==> config.mk <==
export PLATFORM = sky130hd
export DESIGN_NAME = clkdiv_top
export DESIGN_NICKNAME = d
export VERILOG_FILES = /design/src/verilog/clkdiv_state_pkg.sv /design/src/verilog/clkdiv_cfg_pkg.sv /design/src/verilog/clkdiv_top.sv /design/src/verilog/clkdiv_ctrl.sv /design/src/verilog/clkdiv_phase_gen.sv /design/src/verilog/clkdiv_qdiv_counter.sv /design/src/verilog/clkdiv_ratio_decode.sv
export SDC_FILE = /design/constraint.sdc
export NUM_CORES = 1
export LEC_CHECK = 0
export BUFFER_PORTS_ARGS = -buffer_cell sky130_fd_sc_hd__buf_2
export CORE_MARGIN = 2
export CORE_UTILIZATION = 56
export DETAILED_ROUTE_END_ITERATION = 10
export MAX_ROUTING_LAYER = met4
export PLACE_DENSITY = 0.73
export SYNTH_ARGS = -nofsm -noshare
export SYNTH_HDL_FRONTEND = slang
export SYNTH_SLANG_ARGS = --single-unit
==> constraint.sdc <==
create_clock -name clk -period 2.2 [get_ports clk]
set_clock_uncertainty 0.05 [all_clocks]
set_input_delay 0.11 -clock clk [delete_from_list [all_inputs] [get_ports clk]]
set_output_delay 0.11 -clock clk [all_outputs]
set_load 0.01 [all_outputs]
==> src/verilog/clkdiv_state_pkg.sv <==
// clock divider counter and control state definitions
// holds the counter width shared by the datapath and the encoding
// of the control FSM that sequences divide updates

package clkdiv_state_pkg;

   // width of the terminal counter and of every compare value
   localparam int unsigned cnt_w = 4;

   // control FSM states
   // idle keeps the counter in restart until a first legal word arrives
   // run divides with the active values and takes one new word
   // pend holds that word until the counter wraps
   typedef enum logic [1:0] {
      st_idle = 2'b00,
      st_run  = 2'b01,
      st_pend = 2'b10
   } ctrl_state_e;

endpackage
==> src/verilog/clkdiv_cfg_pkg.sv <==
// clock divider configuration word definitions
// one word carries either a divide ratio or raw compare values,
// selected by its top bit, plus the ratio limits used by the decoder

package clkdiv_cfg_pkg;

   import clkdiv_state_pkg::*;

   // direct bit plus two compare-sized fields
   localparam int unsigned cfg_w = 1 + 2 * cnt_w;

   // a ratio below this cannot form a high and a low phase
   localparam int unsigned ratio_min = 2;

   // the same 9 bits read two ways, the direct bit sits on top in both
   typedef union packed {
      // ratio mode, the compare points are derived from n
      struct packed {
         logic                     direct;
         logic [cfg_w-cnt_w-2:0]   spare;
         logic [cnt_w-1:0]         ratio;
      } ratio_view;
      // direct mode, terminal and half are used as given
      struct packed {
         logic                     direct;
         logic [cnt_w-1:0]         term;
         logic [cnt_w-1:0]         half;
      } direct_view;
   } cfg_word_u;

endpackage

==> src/verilog/clkdiv_top.sv <==
// programmable integer clock divider
// a configuration word is decoded into compare values, the control
// block applies them at counter wraps, and the phase generator turns
// the compare events into the divided clock and its period tick

`timescale 1ns/10ps

module clkdiv_top
   import clkdiv_state_pkg::*;
   import clkdiv_cfg_pkg::*;
(
   input  logic      clk,
   input  logic      rst_n,
   input  logic      cfg_valid,
   input  cfg_word_u cfg_word,
   output logic      cfg_ready,
   output logic      cfg_err,
   output logic      div_clk,
   output logic      div_tick,
   output logic      running
);

   logic [cnt_w-1:0] dec_term;
   logic [cnt_w-1:0] dec_half;
   logic             dec_legal;
   logic [cnt_w-1:0] act_term;
   logic [cnt_w-1:0] act_half;
   logic             ctrl_restart;
   logic             div_en;
   logic             full_cmp;
   logic             half_cmp;

   // the phase generator runs whenever the counter is released
   assign div_en = ~ctrl_restart;

   clkdiv_ratio_decode u_decode (
      .cfg_word  (cfg_word),
      .term_val  (dec_term),
      .half_val  (dec_half),
      .cfg_legal (dec_legal)
   );

   clkdiv_ctrl u_ctrl (
      .clk       (clk),
      .rst_n     (rst_n),
      .cfg_valid (cfg_valid),
      .cfg_ready (cfg_ready),
      .term_val  (dec_term),
      .half_val  (dec_half),
      .cfg_legal (dec_legal),
      .full_cmp  (full_cmp),
      .cfg_err   (cfg_err),
      .act_term  (act_term),
      .act_half  (act_half),
      .restart   (ctrl_restart),
      .running   (running)
   );

   // the raw count stays internal, only the compare flags leave the counter
   clkdiv_qdiv_counter u_counter (
      .clk      (clk),
      .rst_n    (rst_n),
      .restart  (ctrl_restart),
      .term_val (act_term),
      .half_val (act_half),
      .count    (),
      .full_cmp (full_cmp),
      .half_cmp (half_cmp)
   );

   clkdiv_phase_gen u_phase (
      .clk      (clk),
      .rst_n    (rst_n),
      .enable   (div_en),
      .full_cmp (full_cmp),
      .half_cmp (half_cmp),
      .div_clk  (div_clk),
      .div_tick (div_tick)
   );

endmodule

==> src/verilog/clkdiv_ctrl.sv <==
// clock divider update control
// accepts configuration words over a valid/ready handshake, reports
// illegal ones, and moves new compare values in only at a counter wrap
// so the divided clock never sees a shortened phase

`timescale 1ns/10ps

module clkdiv_ctrl
   import clkdiv_state_pkg::*;
(
   input  logic               clk,
   input  logic               rst_n,
   input  logic               cfg_valid,
   output logic               cfg_ready,
   input  logic [cnt_w-1:0]   term_val,
   input  logic [cnt_w-1:0]   half_val,
   input  logic               cfg_legal,
   input  logic               full_cmp,
   output logic               cfg_err,
   output logic [cnt_w-1:0]   act_term,
   output logic [cnt_w-1:0]   act_half,
   output logic               restart,
   output logic               running
);

   ctrl_state_e      state;
   ctrl_state_e      state_nxt;
   logic [cnt_w-1:0] pend_term;
   logic [cnt_w-1:0] pend_half;
   logic             xfer;
   logic             take_legal;
   logic             load_idle;
   logic             load_pend;
   logic             apply_pend;

   // only one update can wait at a time, so the source is stalled in pend
   assign cfg_ready = (state != st_pend);
   assign xfer      = cfg_valid & cfg_ready;
   assign take_legal = xfer & cfg_legal;

   // the first word goes straight in, later ones wait for the wrap
   assign load_idle  = (state == st_idle) & take_legal;
   assign load_pend  = (state == st_run) & take_legal;
   assign apply_pend = (state == st_pend) & full_cmp;

   // the counter and phase generator idle until a first setting exists
   assign restart = (state == st_idle);
   assign running = (state != st_idle);

   always_comb begin
      state_nxt = state;
      case (state)
         st_idle: begin
            if (take_legal) begin
               state_nxt = st_run;
            end
         end
         st_run: begin
            if (take_legal) begin
               state_nxt = st_pend;
            end
         end
         st_pend: begin
            // the wrap clears the count on this same edge
            if (full_cmp) begin
               state_nxt = st_run;
            end
         end
         default: begin
            state_nxt = st_idle;
         end
      endcase
   end

   always_ff @(posedge clk or negedge rst_n) begin
      if (!rst_n) begin
         state <= st_idle;
      end else begin
         state <= state_nxt;
      end
   end

   // active compare values seen by the counter
   always_ff @(posedge clk or negedge rst_n) begin
      if (!rst_n) begin
         act_term <= '0;
         act_half <= '0;
      end else if (load_idle) begin
         act_term <= term_val;
         act_half <= half_val;
      end else if (apply_pend) begin
         act_term <= pend_term;
         act_half <= pend_half;
      end
   end

   // waiting update captured from a legal word taken while running
   always_ff @(posedge clk) begin
      if (load_pend) begin
         pend_term <= term_val;
         pend_half <= half_val;
      end
   end

   // an illegal word is consumed and reported for one cycle while nothing else moves
   always_ff @(posedge clk or negedge rst_n) begin
      if (!rst_n) begin
         cfg_err <= 1'b0;
      end else begin
         cfg_err <= xfer & ~cfg_legal;
      end
   end

endmodule

==> src/verilog/clkdiv_phase_gen.sv <==
// clock divider phase generator
// builds the divided clock level and the once-per-period tick from the
// counter compare events, with a start tick when the divider is enabled

`timescale 1ns/10ps

module clkdiv_phase_gen (
   input  logic clk,
   input  logic rst_n,
   input  logic enable,
   input  logic full_cmp,
   input  logic half_cmp,
   output logic div_clk,
   output logic div_tick
);

   logic en_q;
   logic start;

   // first cycle of a run, treated like a wrap so the output starts high
   assign start = enable & ~en_q;

   always_ff @(posedge clk or negedge rst_n) begin
      if (!rst_n) begin
         en_q <= 1'b0;
      end else begin
         en_q <= enable;
      end
   end

   // registered wrap tick, the counter sits at 0 with a stale terminal in idle
   // so the enable gate keeps the tick quiet there
   always_ff @(posedge clk or negedge rst_n) begin
      if (!rst_n) begin
         div_tick <= 1'b0;
      end else begin
         div_tick <= enable & (full_cmp | start);
      end
   end

   // rise one cycle after the wrap, fall one cycle after the half point
   always_ff @(posedge clk or negedge rst_n) begin
      if (!rst_n) begin
         div_clk <= 1'b0;
      end else if (!enable) begin
         div_clk <= 1'b0;
      end else if (full_cmp | start) begin
         div_clk <= 1'b1;
      end else if (half_cmp) begin
         div_clk <= 1'b0;
      end
   end

endmodule

==> src/verilog/clkdiv_qdiv_counter.sv <==
// clock divider terminal counter
// ripple-enable binary counter with per-bit compare cells that report
// when the count reaches the terminal and the half points

`timescale 1ns/10ps

module clkdiv_qdiv_counter
   import clkdiv_state_pkg::*;
(
   input  logic               clk,
   input  logic               rst_n,
   input  logic               restart,
   input  logic [cnt_w-1:0]   term_val,
   input  logic [cnt_w-1:0]   half_val,
   output logic [cnt_w-1:0]   count,
   output logic               full_cmp,
   output logic               half_cmp
);

   logic [cnt_w-1:0] den;
   logic [cnt_w-1:0] full_match;
   logic [cnt_w-1:0] half_match;
   logic             clr;

   // a wrap and a control restart both send the count back to 0
   assign clr = restart | full_cmp;

   // bit 0 toggles every cycle
   assign den[0] = 1'b1;

   genvar i;
   generate
      for (i = 1; i < cnt_w; i++) begin : g_den
         // bit i may toggle only when every lower bit is one
         assign den[i] = den[i-1] & count[i-1];
      end

      for (i = 0; i < cnt_w; i++) begin : g_bit
         // one toggle cell per bit with a synchronous clear
         always_ff @(posedge clk or negedge rst_n) begin
            if (!rst_n) begin
               count[i] <= 1'b0;
            end else if (clr) begin
               count[i] <= 1'b0;
            end else if (den[i]) begin
               count[i] <= ~count[i];
            end
         end

         // local compare of this bit against both targets
         assign full_match[i] = ~(count[i] ^ term_val[i]);
         assign half_match[i] = ~(count[i] ^ half_val[i]);
      end
   endgenerate

   // all bits must agree for a compare hit
   assign full_cmp = &full_match;
   assign half_cmp = &half_match;

endmodule

==> src/verilog/clkdiv_ratio_decode.sv <==
// clock divider configuration decoder
// turns a configuration word into terminal and half compare values
// and flags whether the word describes a usable divide setting

`timescale 1ns/10ps

module clkdiv_ratio_decode
   import clkdiv_state_pkg::*;
   import clkdiv_cfg_pkg::*;
(
   input  cfg_word_u          cfg_word,
   output logic [cnt_w-1:0]   term_val,
   output logic [cnt_w-1:0]   half_val,
   output logic               cfg_legal
);

   logic [cnt_w-1:0] ratio_n;
   logic [cnt_w-1:0] half_ratio;

   // ratio view of the word, only meaningful when the direct bit is low
   assign ratio_n    = cfg_word.ratio_view.ratio;
   assign half_ratio = ratio_n >> 1;

   always_comb begin
      if (cfg_word.direct_view.direct) begin
         // raw compare values are passed through untouched
         term_val  = cfg_word.direct_view.term;
         half_val  = cfg_word.direct_view.half;
         // the fall point has to come before the wrap or the clock never goes low
         cfg_legal = (cfg_word.direct_view.half < cfg_word.direct_view.term);
      end else begin
         // counting 0..n-1 gives a period of n cycles
         term_val  = ratio_n - 1'b1;
         // high for floor(n/2) cycles, odd ratios put the extra cycle low
         half_val  = half_ratio - 1'b1;
         // n of 0 or 1 would wrap the subtractions above
         cfg_legal = (ratio_n >= cnt_w'(ratio_min));
      end
   end

endmodule

# After elaboration in Yosys (flattened, before gate mapping)
# Index checks and enable logic that the tools add are counted.
word_totals:
  in_bits: 12
  ram_bits: 0
  mem_bits_ro: 0
  register_bits: 26
  memories: 0
  latchBits: 0
  word_cells: 89
op_classes:
  n_reduce_logical: 10
  n_mul: 0
  n_lt_le_gt_ge: 2
  n_eq_ne: 6
  n_addsub: 2
  n_bitwise: 35
  div_mod_pow: 0
  shift: 0
  n_mux: 21
ops:
  columns: ["operator", "n"]
  rows:
  - ["two-way mux 4 bit", 6]
  - ["inverter 1 bit", 15]
  - ["two-way mux 1 bit", 11]
  - ["AND 1 bit", 10]
  - ["nonzero test 2 bit", 5]
  - ["AND reduction 4 bit", 2]
  - ["XOR 1 bit", 8]
  - ["two-way mux 2 bit", 3]
  - ["!= test 2 x 1 -> 1 bit, second input constant", 3]
  - ["one-hot mux 2 bit (3 select lines)", 1]
  - [">= comparator 4 x 2 -> 1 bit, second input constant", 1]
  - ["less-than comparator 4 bit", 1]
  - ["subtractor 3 x 1 -> 4 bit, second input constant", 1]
  - ["subtractor 4 x 1 -> 4 bit, second input constant", 1]
  - ["AND reduction 3 bit", 1]
  - ["nonzero test 3 bit", 1]
  - ["== test 2 x 1 -> 1 bit, second input constant", 1]
  - ["== test 2 bit, second input constant", 1]
  - ["logical NOT 2 bit", 1]
  - ["!= test 2 bit, second input constant", 1]
  - ["bitwise OR 1 bit", 2]

# Longest topological paths before layout
# Gate-level depths: netlist of the first run.
depth:
  word_depth: 6
  depth_mapped: 7
  mapped_depth_nobuf: 7

# Hierarchy
# From an unflattened synthesis of the first run, not the netlist that was laid out.
hier_totals:
  hier_cells: 142
  hier_area_um2: 1450.1
modules_own_cells:
  columns: ["mod", "cells_per_inst", "n_inst", "area_per_inst_um2"]
  rows:
  - ["clkdiv_ctrl", 68, 1, 774.5]
  - ["clkdiv_qdiv_counter", 25, 1, 290.3]
  - ["clkdiv_ratio_decode", 40, 1, 281.5]
  - ["clkdiv_phase_gen", 8, 1, 100.1]
  - ["clkdiv_top", 1, 1, 3.8]

# Worst setup path after synthesis of the first run
# No wires, ideal clock.
synth_timing:
  kind: "input-to-reg"
  from: "input cfg_word[7] (netlist bit)"
  to: "register u_ctrl.pend_half[0], enable pin"
  arrival_ns: 1.416
  n_path_buf: 0
  stages: 6
  required_time_ns: 1.780
  slack_ns: 0.364
  path_cell_list: "inv_1 ha_1 a21o_1 a22oi_1 o2111ai_1 nor2_1"
synth_via:
  elab_chain_len: 4
synth_lines:
  columns: ["item", "line_no", "source"]
  rows:
  - ["start: declaration", "clkdiv_top.sv:15", "input cfg_word_u cfg_word,"]
  - ["less-than comparator 4 bit", "clkdiv_ratio_decode.sv:30", "cfg_legal = (cfg_word.direct_view.half < cfg_word.direct_view.term);"]
  - ["two-way mux 1 bit", "clkdiv_ratio_decode.sv:25", "if (cfg_word.direct_view.direct) begin"]
  - ["AND 1 bit", "clkdiv_ctrl.sv:39", "assign take_legal = xfer & cfg_legal;"]
  - ["AND 1 bit", "clkdiv_ctrl.sv:43", "assign load_pend = (state == st_run) & take_legal;"]
  - ["net u_ctrl.load_pend", "clkdiv_ctrl.sv:33", "logic load_pend;"]
  - ["end signal: assignment", "clkdiv_ctrl.sv:101", "pend_half <= half_val;"]
  - ["end: declaration", "clkdiv_ctrl.sv:29", "logic [cnt_w-1:0] pend_half;"]
# The timed path passes the listed nets, and every way through them passes these cells.
# A chain may end at the register's enable or synchronous reset.

# Worst setup path after layout of the first run
layout_timing:
  from: "register u_counter.count[1]"
  to: "register u_ctrl.act_half[1]"
layout_via:
  elab_chain_len: 5
layout_lines:
  columns: ["item", "line_no", "source"]
  rows:
  - ["start: declaration", "clkdiv_qdiv_counter.sv:15", "output logic [cnt_w-1:0] count,"]
  - ["start signal: indexed assignment", "clkdiv_qdiv_counter.sv:46", "count[i] <= ~count[i];"]
  - ["XOR 1 bit", "clkdiv_qdiv_counter.sv:51", "assign full_match[i] = ~(count[i] ^ term_val[i]);"]
  - ["inverter 1 bit", "clkdiv_qdiv_counter.sv:51", null]
  - ["AND reduction 4 bit", "clkdiv_qdiv_counter.sv:57", "assign full_cmp = &full_match;"]
  - ["AND 1 bit", "clkdiv_ctrl.sv:44", "assign apply_pend = (state == st_pend) & full_cmp;"]
  - ["nonzero test 2 bit (no source line)", null, null]
  - ["end signal: assignment", "clkdiv_ctrl.sv:90", "act_half <= half_val;"]
  - ["end signal: assignment", "clkdiv_ctrl.sv:93", "act_half <= pend_half;"]
  - ["end: declaration", "clkdiv_ctrl.sv:21", "output logic [cnt_w-1:0] act_half,"]
# No other way between the ends.

==> results of run 1 <==
## logic make-up after synthesis
kind of cell | synth area share
AO/OA/AOI/OAI | 0.138
flip-flops | 0.490
adder cells (fa/ha/maj) | 0.0621
multiplexers | 0.00710
XOR/XNOR | 0.0976
AND/OR/NAND/NOR | 0.151
buffers and inverters | 0.0541
## cell usage in the layout (no fill, tap or decap), types with 3 or more instances in the layout
| cell | count |
|---|---|
| sky130_fd_sc_hd__a21oi_1 | 5 |
| sky130_fd_sc_hd__a221o_1 | 5 |
| sky130_fd_sc_hd__and3_1 | 5 |
| sky130_fd_sc_hd__buf_2 | 16 |
| sky130_fd_sc_hd__clkbuf_4 | 3 |
| sky130_fd_sc_hd__dfrtp_1 | 18 |
| sky130_fd_sc_hd__edfxtp_1 | 8 |
| sky130_fd_sc_hd__ha_1 | 7 |
| sky130_fd_sc_hd__inv_1 | 12 |
| sky130_fd_sc_hd__nand2_1 | 8 |
| sky130_fd_sc_hd__nand2b_1 | 4 |
| sky130_fd_sc_hd__nand3_1 | 3 |
| sky130_fd_sc_hd__nor2_1 | 9 |
| sky130_fd_sc_hd__o21ai_0 | 7 |
| sky130_fd_sc_hd__o22ai_1 | 4 |
| sky130_fd_sc_hd__xnor2_1 | 4 |
| sky130_fd_sc_hd__xor2_1 | 8 |
## layout make-up
| type | count | share of cell area |
|---|---|---|
| Tap cell | 30 | 0.0241 |
| Clock inverter | 1 | 0.00241 |
| Inverter | 12 | 0.0289 |
| Clock buffer | 3 | 0.0145 |
| Sequential cell | 26 | 0.443 |
| Timing Repair Buffer | 20 | 0.0739 |
| Multi-Input combinational cell | 86 | 0.413 |
## critical path: cells and delay by family, from the launching register on
family                    cells  cell delay (ns)
and+or+nand+nor               3             0.81
AOI/OAI and AO/OA             1             0.28
xor gates and xnor gates      1             0.19
DFF                           1             0.49
## flip-flops by register name, summed over array words and instances (netlist names), 2 cells and up
name and cells:
u_counter.count 4, u_ctrl.act_half 4, u_ctrl.act_term 4, u_ctrl.pend_half 4, u_ctrl.pend_term 4, u_ctrl.state 2
## metrics by stage
stage                     area [µm²]  hold slack, ns  worst slack [ns]
after detailed placement        1510         0.00723             0.214
after floorplan                 1410          -0.236             0.364
final                           1560          0.0583             0.284
after CTS                       1560          0.0671             0.271
after global placement          1510        -0.00343             0.272
after global routing            1560          0.0847             0.165
## power breakdown
part	total [mW]	internal (mW)	switching, mW
combinational	0.687	0.313	0.375
clock	0.206	0.0666	0.139
sequential	0.787	0.662	0.125
## path summary, 6_finish.rpt
kind	endpoint	startpoint
min in group asynchronous	u_counter.count[3]	rst_n
worst max register to register	u_ctrl.act_half[1]	u_counter.count[1]
worst max-delay path	u_ctrl.act_half[1]	u_counter.count[1]
max in group asynchronous	u_ctrl.act_term[1]	rst_n
worst min-delay path	u_ctrl.pend_term[2]	cfg_word[6]
worst min register to register	u_ctrl.act_term[2]	u_ctrl.pend_term[2]
## layer usage
metal,part of all wire,vias to the layer above
li1,-,487
met1,0.44,441
met2,0.50,23
met3,0.034,5
met4,0.020,0
met5,0,-
## timing repair
item	4_1_cts	5_1_grt
buffers inserted	0	0
hold buffers	2	0
endpoints found under the setup margin	0	0
endpoints found under the hold margin	19	0
==> reports/metrics.csv, run 1 <==
stage,metric,value,unit
status,status,completed,
setup_path,setup slack of the most critical reg-to-reg path,0.28,ns
placement,buffers added on ports,16,
sta,maximum achievable frequency,522,MHz
global_routing,pin count of the biggest net entering global routing,19,
logic_synthesis,"Seq/Total Area, Yosys",0.490,
die,Horiz. Die Dim,54.2,µm
clock_tree,CTS tree,built,
setup_path,CP Launch Type,flip-flop,
logic_synthesis,cells taking the most area after synthesis,"sky130_fd_sc_hd__dfrtp_1 32%, sky130_fd_sc_hd__edfxtp_1 17%, sky130_fd_sc_hd__ha_1 6.2%, sky130_fd_sc_hd__xor2_1 5.0%, sky130_fd_sc_hd__a221o_1 3.5%",
power,power density of the placed cells,1080,mW/mm²
logic_synthesis,number of distinct library cell variants in the gate-level netlist after synthesis,32,
sta,crit share post-route,0.871,
global_routing,met2 track demand over resource,0.359,
logic_synthesis,most common library cells after synthesis,"18 x sky130_fd_sc_hd__dfrtp_1, 12 x sky130_fd_sc_hd__inv_1, 9 x sky130_fd_sc_hd__nor2_1",
sta,final number of setup-violating endpoints,0,
min_path,class of the worst hold path,in -> reg,
drt,Pre-antenna DRT Iters,4,
power,"sum of internal, switching and leakage power",1.68,mW
global_routing,antenna violations before repair,0,
drt,average detailed-routed wire length per instance,14.4,µm
layout,area overhead of the layout relative to synthesis,10.5,%
clock_tree,number of buffers between clock root and the deepest sink,2,
layout,Inserted Diodes,0,
drt,wire length reported by the detailed router,2560,µm
sta,post-layout min period,1.92,ns
die,starting density of the core,0.580,
clock_tree,H-tree lvl count,1,
die,overall die height,54.2,µm
die,die outline area,0.00294,mm²
global_routing,met3 usage,0.0250,
sta,max-slew headroom at the worst pin,0.723,
global_routing,Most Crowded Layer GR,met2,
logic_synthesis,number of synthesized flops with an enable pin,8,
layout,Sequential Area,691,µm²
clock_tree,number of buffers created by CTS,3,
logic_synthesis,most used standard cell by instance count after synthesis,sky130_fd_sc_hd__dfrtp_1,
sta,actual slew at the worst max-slew pin,0.415,ns
logic_synthesis,count of state elements after synthesis,26,
clock_tree,sink count of the clock tree,26,
logic_synthesis,"Warnings, synthesis",0,
global_routing,overall overflow remaining after global route,0,
drt,DR DRC count,0,
drt,mean number of vias per cell,5.37,
sta,number of slew-limit violations in the final report,0,
global_routing,vias in the first global route,912,
die,I/O Pins,17,
setup_path,Worst Reg2Reg Path Length in Cells,5,
setup_path,Worst setup EP type,flip-flop,
layout,filler-free cell count of the finished design,178,
global_routing,GRT met1 Usage,0.277,
sta,final hold violation count,0,
setup_path,arrival time worst endpoint,2.09,ns
run,MaxCap Viol Count,0,
setup_path,critical path cell sequence,xor2_2 > nor4_4 > nand3b_4 > and3_1 > a221o_1,
logic_synthesis,Post-Synthesis Net Count,147,
setup_path,CP max FO,8,
logic_synthesis,synthesized area per cell,11.0,µm²
setup_path,critical path class,reg -> reg,
placement,placer congestion estimate,0.789,
placement,# placed instances,172,
layout,share of final-layout standard cells stronger than drive strength 1,0.189,
setup_path,Slowest Stage Delay on Critical Path,0.49,ns
layout,area taken by multi-input logic gates,643,µm²
clock_tree,clock transition time at the flip-flop clock pins of the worst setup and hold paths,0.13,ns
power,largest voltage drop on the vdd net,0.598,mV
logic_synthesis,Post-Syn Instances,128,
sta,setup TNS,0,ns
logic_synthesis,portion of synthesized cell area occupied by the leading cell type,0.319,
logic_synthesis,flip-flop cell with the highest count after synthesis,sky130_fd_sc_hd__dfrtp_1,
die,number of cell rows,18,
global_routing,first-pass GRT wire length,4350,µm
logic_synthesis,Yosys top cell by area,sky130_fd_sc_hd__dfrtp_1,
die,Core Footprint,0.00243,mm²
layout,Filler cells,195,
layout,final net count,168,
sta,RSZ-0062 raised after global routing,no,
logic_synthesis,summed instance area of the synthesized netlist,0.00141,mm²
layout,Util after Layout,0.640,
min_path,cell count of the worst hold path,3,
clock_tree,source-to-sink clock delay at the later pin of the worst-skew pair,0.32,ns
placement,detailed-placement wirelength estimate,1940,µm
drt,vias after detailed routing,956,
clock_tree,post_cts resized,0,
power,total leakage power,0.765,nW
logic_synthesis,Synth async-reset ratio,0.692,
global_routing,GRT Resource Usage Total,0.222,
clock_tree,cell at the root of the clock tree,sky130_fd_sc_hd__clkbuf_4,
drt,number of antenna-violating nets in the routed design,0,
drt,initial detailed-routing violation count,21,
setup_path,CP Data Required Time,2.37,ns
setup_path,master of the slowest instance on the critical path,sky130_fd_sc_hd__dfrtp_1,
(Power assumes the default switching activity.)
==> run 2, diff against run 1 <==
--- a/config.mk
+++ b/config.mk
@@ -6,11 +6,13 @@
 export NUM_CORES = 1
 export LEC_CHECK = 0
 export BUFFER_PORTS_ARGS = -buffer_cell sky130_fd_sc_hd__buf_2
+export CELL_PAD_IN_SITES_DETAIL_PLACEMENT = 1
+export CELL_PAD_IN_SITES_GLOBAL_PLACEMENT = 1
 export CORE_MARGIN = 2
-export CORE_UTILIZATION = 56
+export CORE_UTILIZATION = 45
 export DETAILED_ROUTE_END_ITERATION = 10
 export MAX_ROUTING_LAYER = met4
-export PLACE_DENSITY = 0.73
+export PLACE_DENSITY_LB_ADDON = 0.1
 export SYNTH_ARGS = -nofsm -noshare
 export SYNTH_HDL_FRONTEND = slang
 export SYNTH_SLANG_ARGS = --single-unit
==> run 2 against run 1 <==
Total power is 0.40% higher. Clock-buffer cell count unchanged. Sequential cell count stayed put. Critical endpoint is now u_ctrl.act_half[2]. Largest cell class unchanged.
==> reports/metrics.csv, run 2 (same netlist as run 1, synthesis figures left out) <==
stage,metric,value,unit
status,status,completed,
global_routing,GRT Resource Usage Total,0.192,
drt,wire length reported by the detailed router,2880,µm
global_routing,antenna violations before repair,0,
layout,most common library cell in the layout ignoring fill and taps,sky130_fd_sc_hd__dfrtp_1,
setup_path,CP max FO,8,
power,switching part of the total,0.383,
power,switching power summed over all nets,0.646,mW
placement,DP Worst Slack,0.213,ns
die,starting density of the core,0.466,
placement,placer congestion estimate,0.766,
setup_path,Worst setup EP type,flip-flop,
placement,# placed instances,186,
sta,number of slew-limit violations in the final report,0,
global_routing,vias in the first global route,1043,
die,Core Footprint,0.00303,mm²
clock_tree,sink count of the clock tree,26,
setup_path,Worst path top cell family by delay,simple AND/OR/NAND/NOR gates,
sta,min setup slack post-route,0.281,ns
drt,Pre-antenna DRT Iters,4,
sta,max-slew headroom at the worst pin,0.704,
die,I/O Pins,17,
layout,share of final-layout standard cells stronger than drive strength 1,0.189,
die,Horiz. Die Dim,60.0,µm
drt,number of antenna-violating nets in the routed design,0,
sta,final hold violation count,0,
clock_tree,number of buffers between clock root and the deepest sink,2,
power,power density of the placed cells,1070,mW/mm²
placement,buffers added on ports,16,
die,number of cell rows,20,
clock_tree,cell at the root of the clock tree,sky130_fd_sc_hd__clkbuf_4,
setup_path,CP Data Required Time,2.38,ns
setup_path,master of the slowest instance on the critical path,sky130_fd_sc_hd__dfrtp_1,
drt,initial detailed-routing violation count,27,
drt,average detailed-routed wire length per instance,15.0,µm
setup_path,number of buffers and inverters on the critical path,0,
clock_tree,number of buffers inserted by post-CTS setup repair,0,
drt,DR DRC count,0,
placement,detailed-placement wirelength estimate,2260,µm
sta,crit share post-route,0.872,
clock_tree,source-to-sink clock delay at the later pin of the worst-skew pair,0.34,ns
run,MaxCap Viol Count,0,
setup_path,critical path cell sequence,xor2_2 > nor4_4 > nand3b_4 > and2_4 > a221o_1,
power,Reg power frac,0.466,
setup_path,setup slack of the most critical reg-to-reg path,0.28,ns
sta,maximum achievable frequency,521,MHz
setup_path,Slowest Stage Delay on Critical Path,0.50,ns
power,Cell Int Power,1.04,mW
layout,final instance area,0.00158,mm²
sta,RSZ-0062 raised after global routing,no,
power,Gate power share,0.408,
drt,vias after detailed routing,993,
clock_tree,CTS tree,built,
layout,Util after Layout,0.520,
min_path,start point of the worst min-delay path,cfg_word[6],
min_path,class of the worst hold path,in -> reg,
clock_tree,clock transition time at the flip-flop clock pins of the worst setup and hold paths,0.13,ns
sta,post-layout min period,1.92,ns
layout,filler-free cell count of the finished design,192,
setup_path,startpoint of the worst-slack reg-to-reg timing path,u_counter.count[1],
sta,actual slew at the worst max-slew pin,0.443,ns
clock_tree,H-tree lvl count,1,
power,clock power share,0.126,
die,die outline area,0.00360,mm²
power,largest voltage drop on the vdd net,0.365,mV
global_routing,pin count of the biggest net entering global routing,19,
placement,cell area after placement,0.00153,mm²
global_routing,overall overflow remaining after global route,0,
setup_path,critical path class,reg -> reg,
layout,final net count,168,
sta,setup TNS,0,ns
global_routing,first-pass GRT wire length,4820,µm
layout,Inserted Diodes,0,
power,total leakage power,0.765,nW
setup_path,CP Launch Type,flip-flop,
setup_path,arrival time worst endpoint,2.10,ns
die,overall die height,60.0,µm
sta,final number of setup-violating endpoints,0,
clock_tree,number of buffers created by CTS,3,
drt,mean number of vias per cell,5.17,
layout,area overhead of the layout relative to synthesis,11.7,%
setup_path,Critical Path Source,u_counter.count[1],
layout,highest-count cells in the layout ignoring fill and taps,"18 x sky130_fd_sc_hd__dfrtp_1, 16 x sky130_fd_sc_hd__buf_2, 12 x sky130_fd_sc_hd__inv_1",
## run 2: cell type report
cell class              instances  area (µm²)
inverters                      12        45.0
repair buffers                 20         115
well taps                      44        55.1
fillers                       330        1450
clock inverters                 1        3.75
multi-input cells              86         643
flip-flops and latches         26         691
clock buffers                   3        22.5
## run 2: worst paths after layout
check                                 endpoint  cells after the start
max                         u_ctrl.act_half[2]                      5
min in group asynchronous     u_phase.div_tick                      2
min reg2reg                 u_ctrl.act_term[1]                      1
max reg2reg                 u_ctrl.act_half[2]                      5
max in group asynchronous   u_ctrl.act_half[2]                      2
min                        u_ctrl.pend_term[2]                      3
## run 2: worst min-delay path, cell delays in order
cell,delay [ns]
sky130_fd_sc_hd__buf_2,0.09
sky130_fd_sc_hd__nand2_1,0.04
sky130_fd_sc_hd__o21ai_0,0.09
## run 2: through the flow
| step | total power, mW | hold WS, ns |
|---|---|---|
| 2_1_floorplan | 1.30 | -0.236 |
| 3_3_place_gp | 1.46 | 0.00277 |
| 3_5_place_dp | 1.50 | 0.0164 |
| 4_1_cts | 1.71 | 0.0642 |
| 5_1_grt | 1.83 | 0.0504 |
| 6_report | 1.69 | 0.0692 |
## run 2: metal layers
layer | vias up | wire length, µm | global-route usage
met5 | - | 0 | -
met4 | 0 | 104 | 0.114
met3 | 9 | 60 | 0.0130
met2 | 21 | 1490 | 0.323
met1 | 480 | 1230 | 0.225
li1 | 483 | - | -
## run 2: power by group through the flow
| stage | logic, mW | clock network [mW] | registers, mW |
|---|---|---|---|
| after floorplan | 0.539 | 0 | 0.765 |
| after global placement | 0.666 | 0 | 0.794 |
| after detailed placement | 0.695 | 0 | 0.801 |
| after CTS | 0.701 | 0.215 | 0.790 |
| after global routing | 0.775 | 0.245 | 0.809 |
| final | 0.688 | 0.213 | 0.786 |
## run 2: repair_timing
action / in CTS / in global routing
hold endpoints to repair: 19 / 0
hold buffers: 2 / 0
gates resized for setup: 0 / 0
==> run 3, diff against run 2 <==
--- a/config.mk
+++ b/config.mk
@@ -9,7 +9,7 @@
 export CELL_PAD_IN_SITES_DETAIL_PLACEMENT = 1
 export CELL_PAD_IN_SITES_GLOBAL_PLACEMENT = 1
 export CORE_MARGIN = 2
-export CORE_UTILIZATION = 45
+export CORE_UTILIZATION = 48
 export DETAILED_ROUTE_END_ITERATION = 10
 export MAX_ROUTING_LAYER = met4
 export PLACE_DENSITY_LB_ADDON = 0.1
==> constraint.sdc (replaced) <==
create_clock -name clk -period 2.45 [get_ports clk]
set_clock_uncertainty 0.05 [all_clocks]
set_input_delay 0.1225 -clock clk [delete_from_list [all_inputs] [get_ports clk]]
set_output_delay 0.1225 -clock clk [all_outputs]
set_load 0.01 [all_outputs]
==> run 3 against run 2 <==
First-iteration DRC count is 19% higher. Clock-buffer cell count stayed put. Cell count is 7.3% lower. Design area is 0.16% higher. Sequential power is 8.9% lower. Via count is 1.1% lower.
==> reports/metrics.csv, run 3 (same netlist as run 1, synthesis figures left out) <==
stage,metric,value,unit
die,starting density of the core,0.507,
sta,crit share post-route,0.790,
drt,wire length reported by the detailed router,2920,µm
drt,DR DRC count,0,
clock_tree,number of buffers between clock root and the deepest sink,2,
layout,area overhead of the layout relative to synthesis,11.9,%
placement,buffers added on ports,16,
clock_tree,cell at the root of the clock tree,sky130_fd_sc_hd__clkbuf_4,
min_path,class of the worst hold path,in -> reg,
layout,share of final-layout standard cells stronger than drive strength 1,0.190,
status,status,completed,
setup_path,critical path class,reg -> reg,
sta,maximum achievable frequency,517,MHz
sta,RSZ-0062 raised after global routing,no,
global_routing,GRT met1 Usage,0.242,
global_routing,first-pass GRT wire length,5060,µm
placement,detailed-placement wirelength estimate,2320,µm
global_routing,antenna violations before repair,0,
global_routing,vias in the first global route,1072,
clock_tree,clock transition time at the flip-flop clock pins of the worst setup and hold paths,0.14,ns
clock_tree,number of buffers inserted by post-CTS setup repair,0,
sta,actual slew at the worst max-slew pin,0.410,ns
drt,number of antenna-violating nets in the routed design,0,
clock_tree,post-cts hold buffer count,2,
drt,mean number of vias per cell,5.52,
layout,highest-count cells in the layout ignoring fill and taps,"18 x sky130_fd_sc_hd__dfrtp_1, 16 x sky130_fd_sc_hd__buf_2, 12 x sky130_fd_sc_hd__inv_1",
drt,vias after detailed routing,982,
clock_tree,source-to-sink clock delay at the later pin of the worst-skew pair,0.33,ns
die,Core Footprint,0.00278,mm²
layout,Inserted Diodes,0,
die,overall die height,58.2,µm
setup_path,arrival time worst endpoint,2.11,ns
power,power density of the placed cells,1030,mW/mm²
clock_tree,number of buffers created by CTS,3,
layout,Filler cells,321,
global_routing,met2 track demand over resource,0.359,
clock_tree,CTS tree,built,
sta,setup TNS,0,ns
layout,final net count,167,
setup_path,Worst setup EP type,flip-flop,
power,largest voltage drop on the vdd net,0.690,mV
setup_path,CP Data Required Time,2.63,ns
global_routing,pin count of the biggest net entering global routing,19,
clock_tree,H-tree lvl count,1,
clock_tree,sink count of the clock tree,26,
placement,placer congestion estimate,0.787,
layout,Util after Layout,0.567,
sta,max-slew headroom at the worst pin,0.726,
global_routing,GRT Resource Usage Total,0.208,
drt,average detailed-routed wire length per instance,16.4,µm
die,number of cell rows,19,
setup_path,CP Launch Type,flip-flop,
die,I/O Pins,17,
sta,final number of setup-violating endpoints,0,
global_routing,met3 usage,0.0201,
die,die outline area,0.00339,mm²
clock_tree,post_cts resized,0,
die,Horiz. Die Dim,58.2,µm
setup_path,CP max FO,8,
sta,number of slew-limit violations in the final report,0,
sta,post-layout min period,1.93,ns
layout,most common library cell in the layout ignoring fill and taps,sky130_fd_sc_hd__dfrtp_1,
drt,initial detailed-routing violation count,32,
global_routing,Most Crowded Layer GR,met2,
global_routing,overall overflow remaining after global route,0,
drt,Pre-antenna DRT Iters,2,
power,total leakage power,0.773,nW
run,MaxCap Viol Count,0,
sta,final hold violation count,0,
[run 3: cell types whose count changed in the layout (fill, tap and decap cells not counted), sizes merged]
cell    previous run  this run
buf               18        17
bufinv             0         1
clkinv             1         0
[run 3: area by class of cell]
type                       count  area (µm²)  share of cell area
clock buffer                   3        22.5              0.0143
sequential                    26         691               0.438
timing repair buffer          19         108              0.0682
tap                           31        38.8              0.0246
inverter                      12        45.0              0.0285
clock inverter                 1        30.0              0.0190
multi-input combinational     86         643               0.408
[run 3: worst paths after layout]
kind | from | endpoint | slack, ns | cells past startpoint
max | u_counter.count[1] | u_ctrl.act_half[2] | 0.52 | 5
min | cfg_word[5] | u_ctrl.pend_term[1] | 0.1 | 3
max reg2reg | u_counter.count[1] | u_ctrl.act_half[2] | 0.52 | 5
min reg2reg | u_ctrl.pend_term[1] | u_ctrl.act_term[1] | 0.46 | 1
max in group asynchronous | rst_n | u_ctrl.act_term[2] | 1.89 | 2
min in group asynchronous | rst_n | u_phase.en_q | 0.17 | 2
[run 3: report_power, final]
group	switching, mW	internal (mW)
sequential	0.121	0.594
combinational	0.333	0.272
clock	0.131	0.166
total	0.586	1.03
[run 3: stage by stage]
| step | instance area, µm² | hold WS (ns) | instances | total power, mW | setup WS, ns |
|---|---|---|---|---|---|
| after floorplan | 1410 | -0.223 | 128 | 1.17 | 0.601 |
| after global placement | 1510 | 0.0199 | 172 | 1.30 | 0.510 |
| after detailed placement | 1510 | 0.0240 | 172 | 1.33 | 0.419 |
| after CTS | 1580 | 0.0801 | 178 | 1.64 | 0.492 |
| after global routing | 1580 | 0.121 | 178 | 1.73 | 0.405 |
| final | 1580 | 0.0971 | 178 | 1.62 | 0.515 |
[run 3: worst max-delay path: stages, from the launching register on]
cell and delay [ns]:
sky130_fd_sc_hd__dfrtp_1 0.49, sky130_fd_sc_hd__xor2_2 0.19, sky130_fd_sc_hd__nor4_4 0.42, sky130_fd_sc_hd__nand3b_4 0.17, sky130_fd_sc_hd__and2_4 0.21, sky130_fd_sc_hd__a221o_1 0.30
[run 3: layer usage]
layer	vias up	share of wire
met1	478	0.44
met5	-	0
li1	485	-
met4	0	0.020
met3	4	0.019
met2	15	0.52
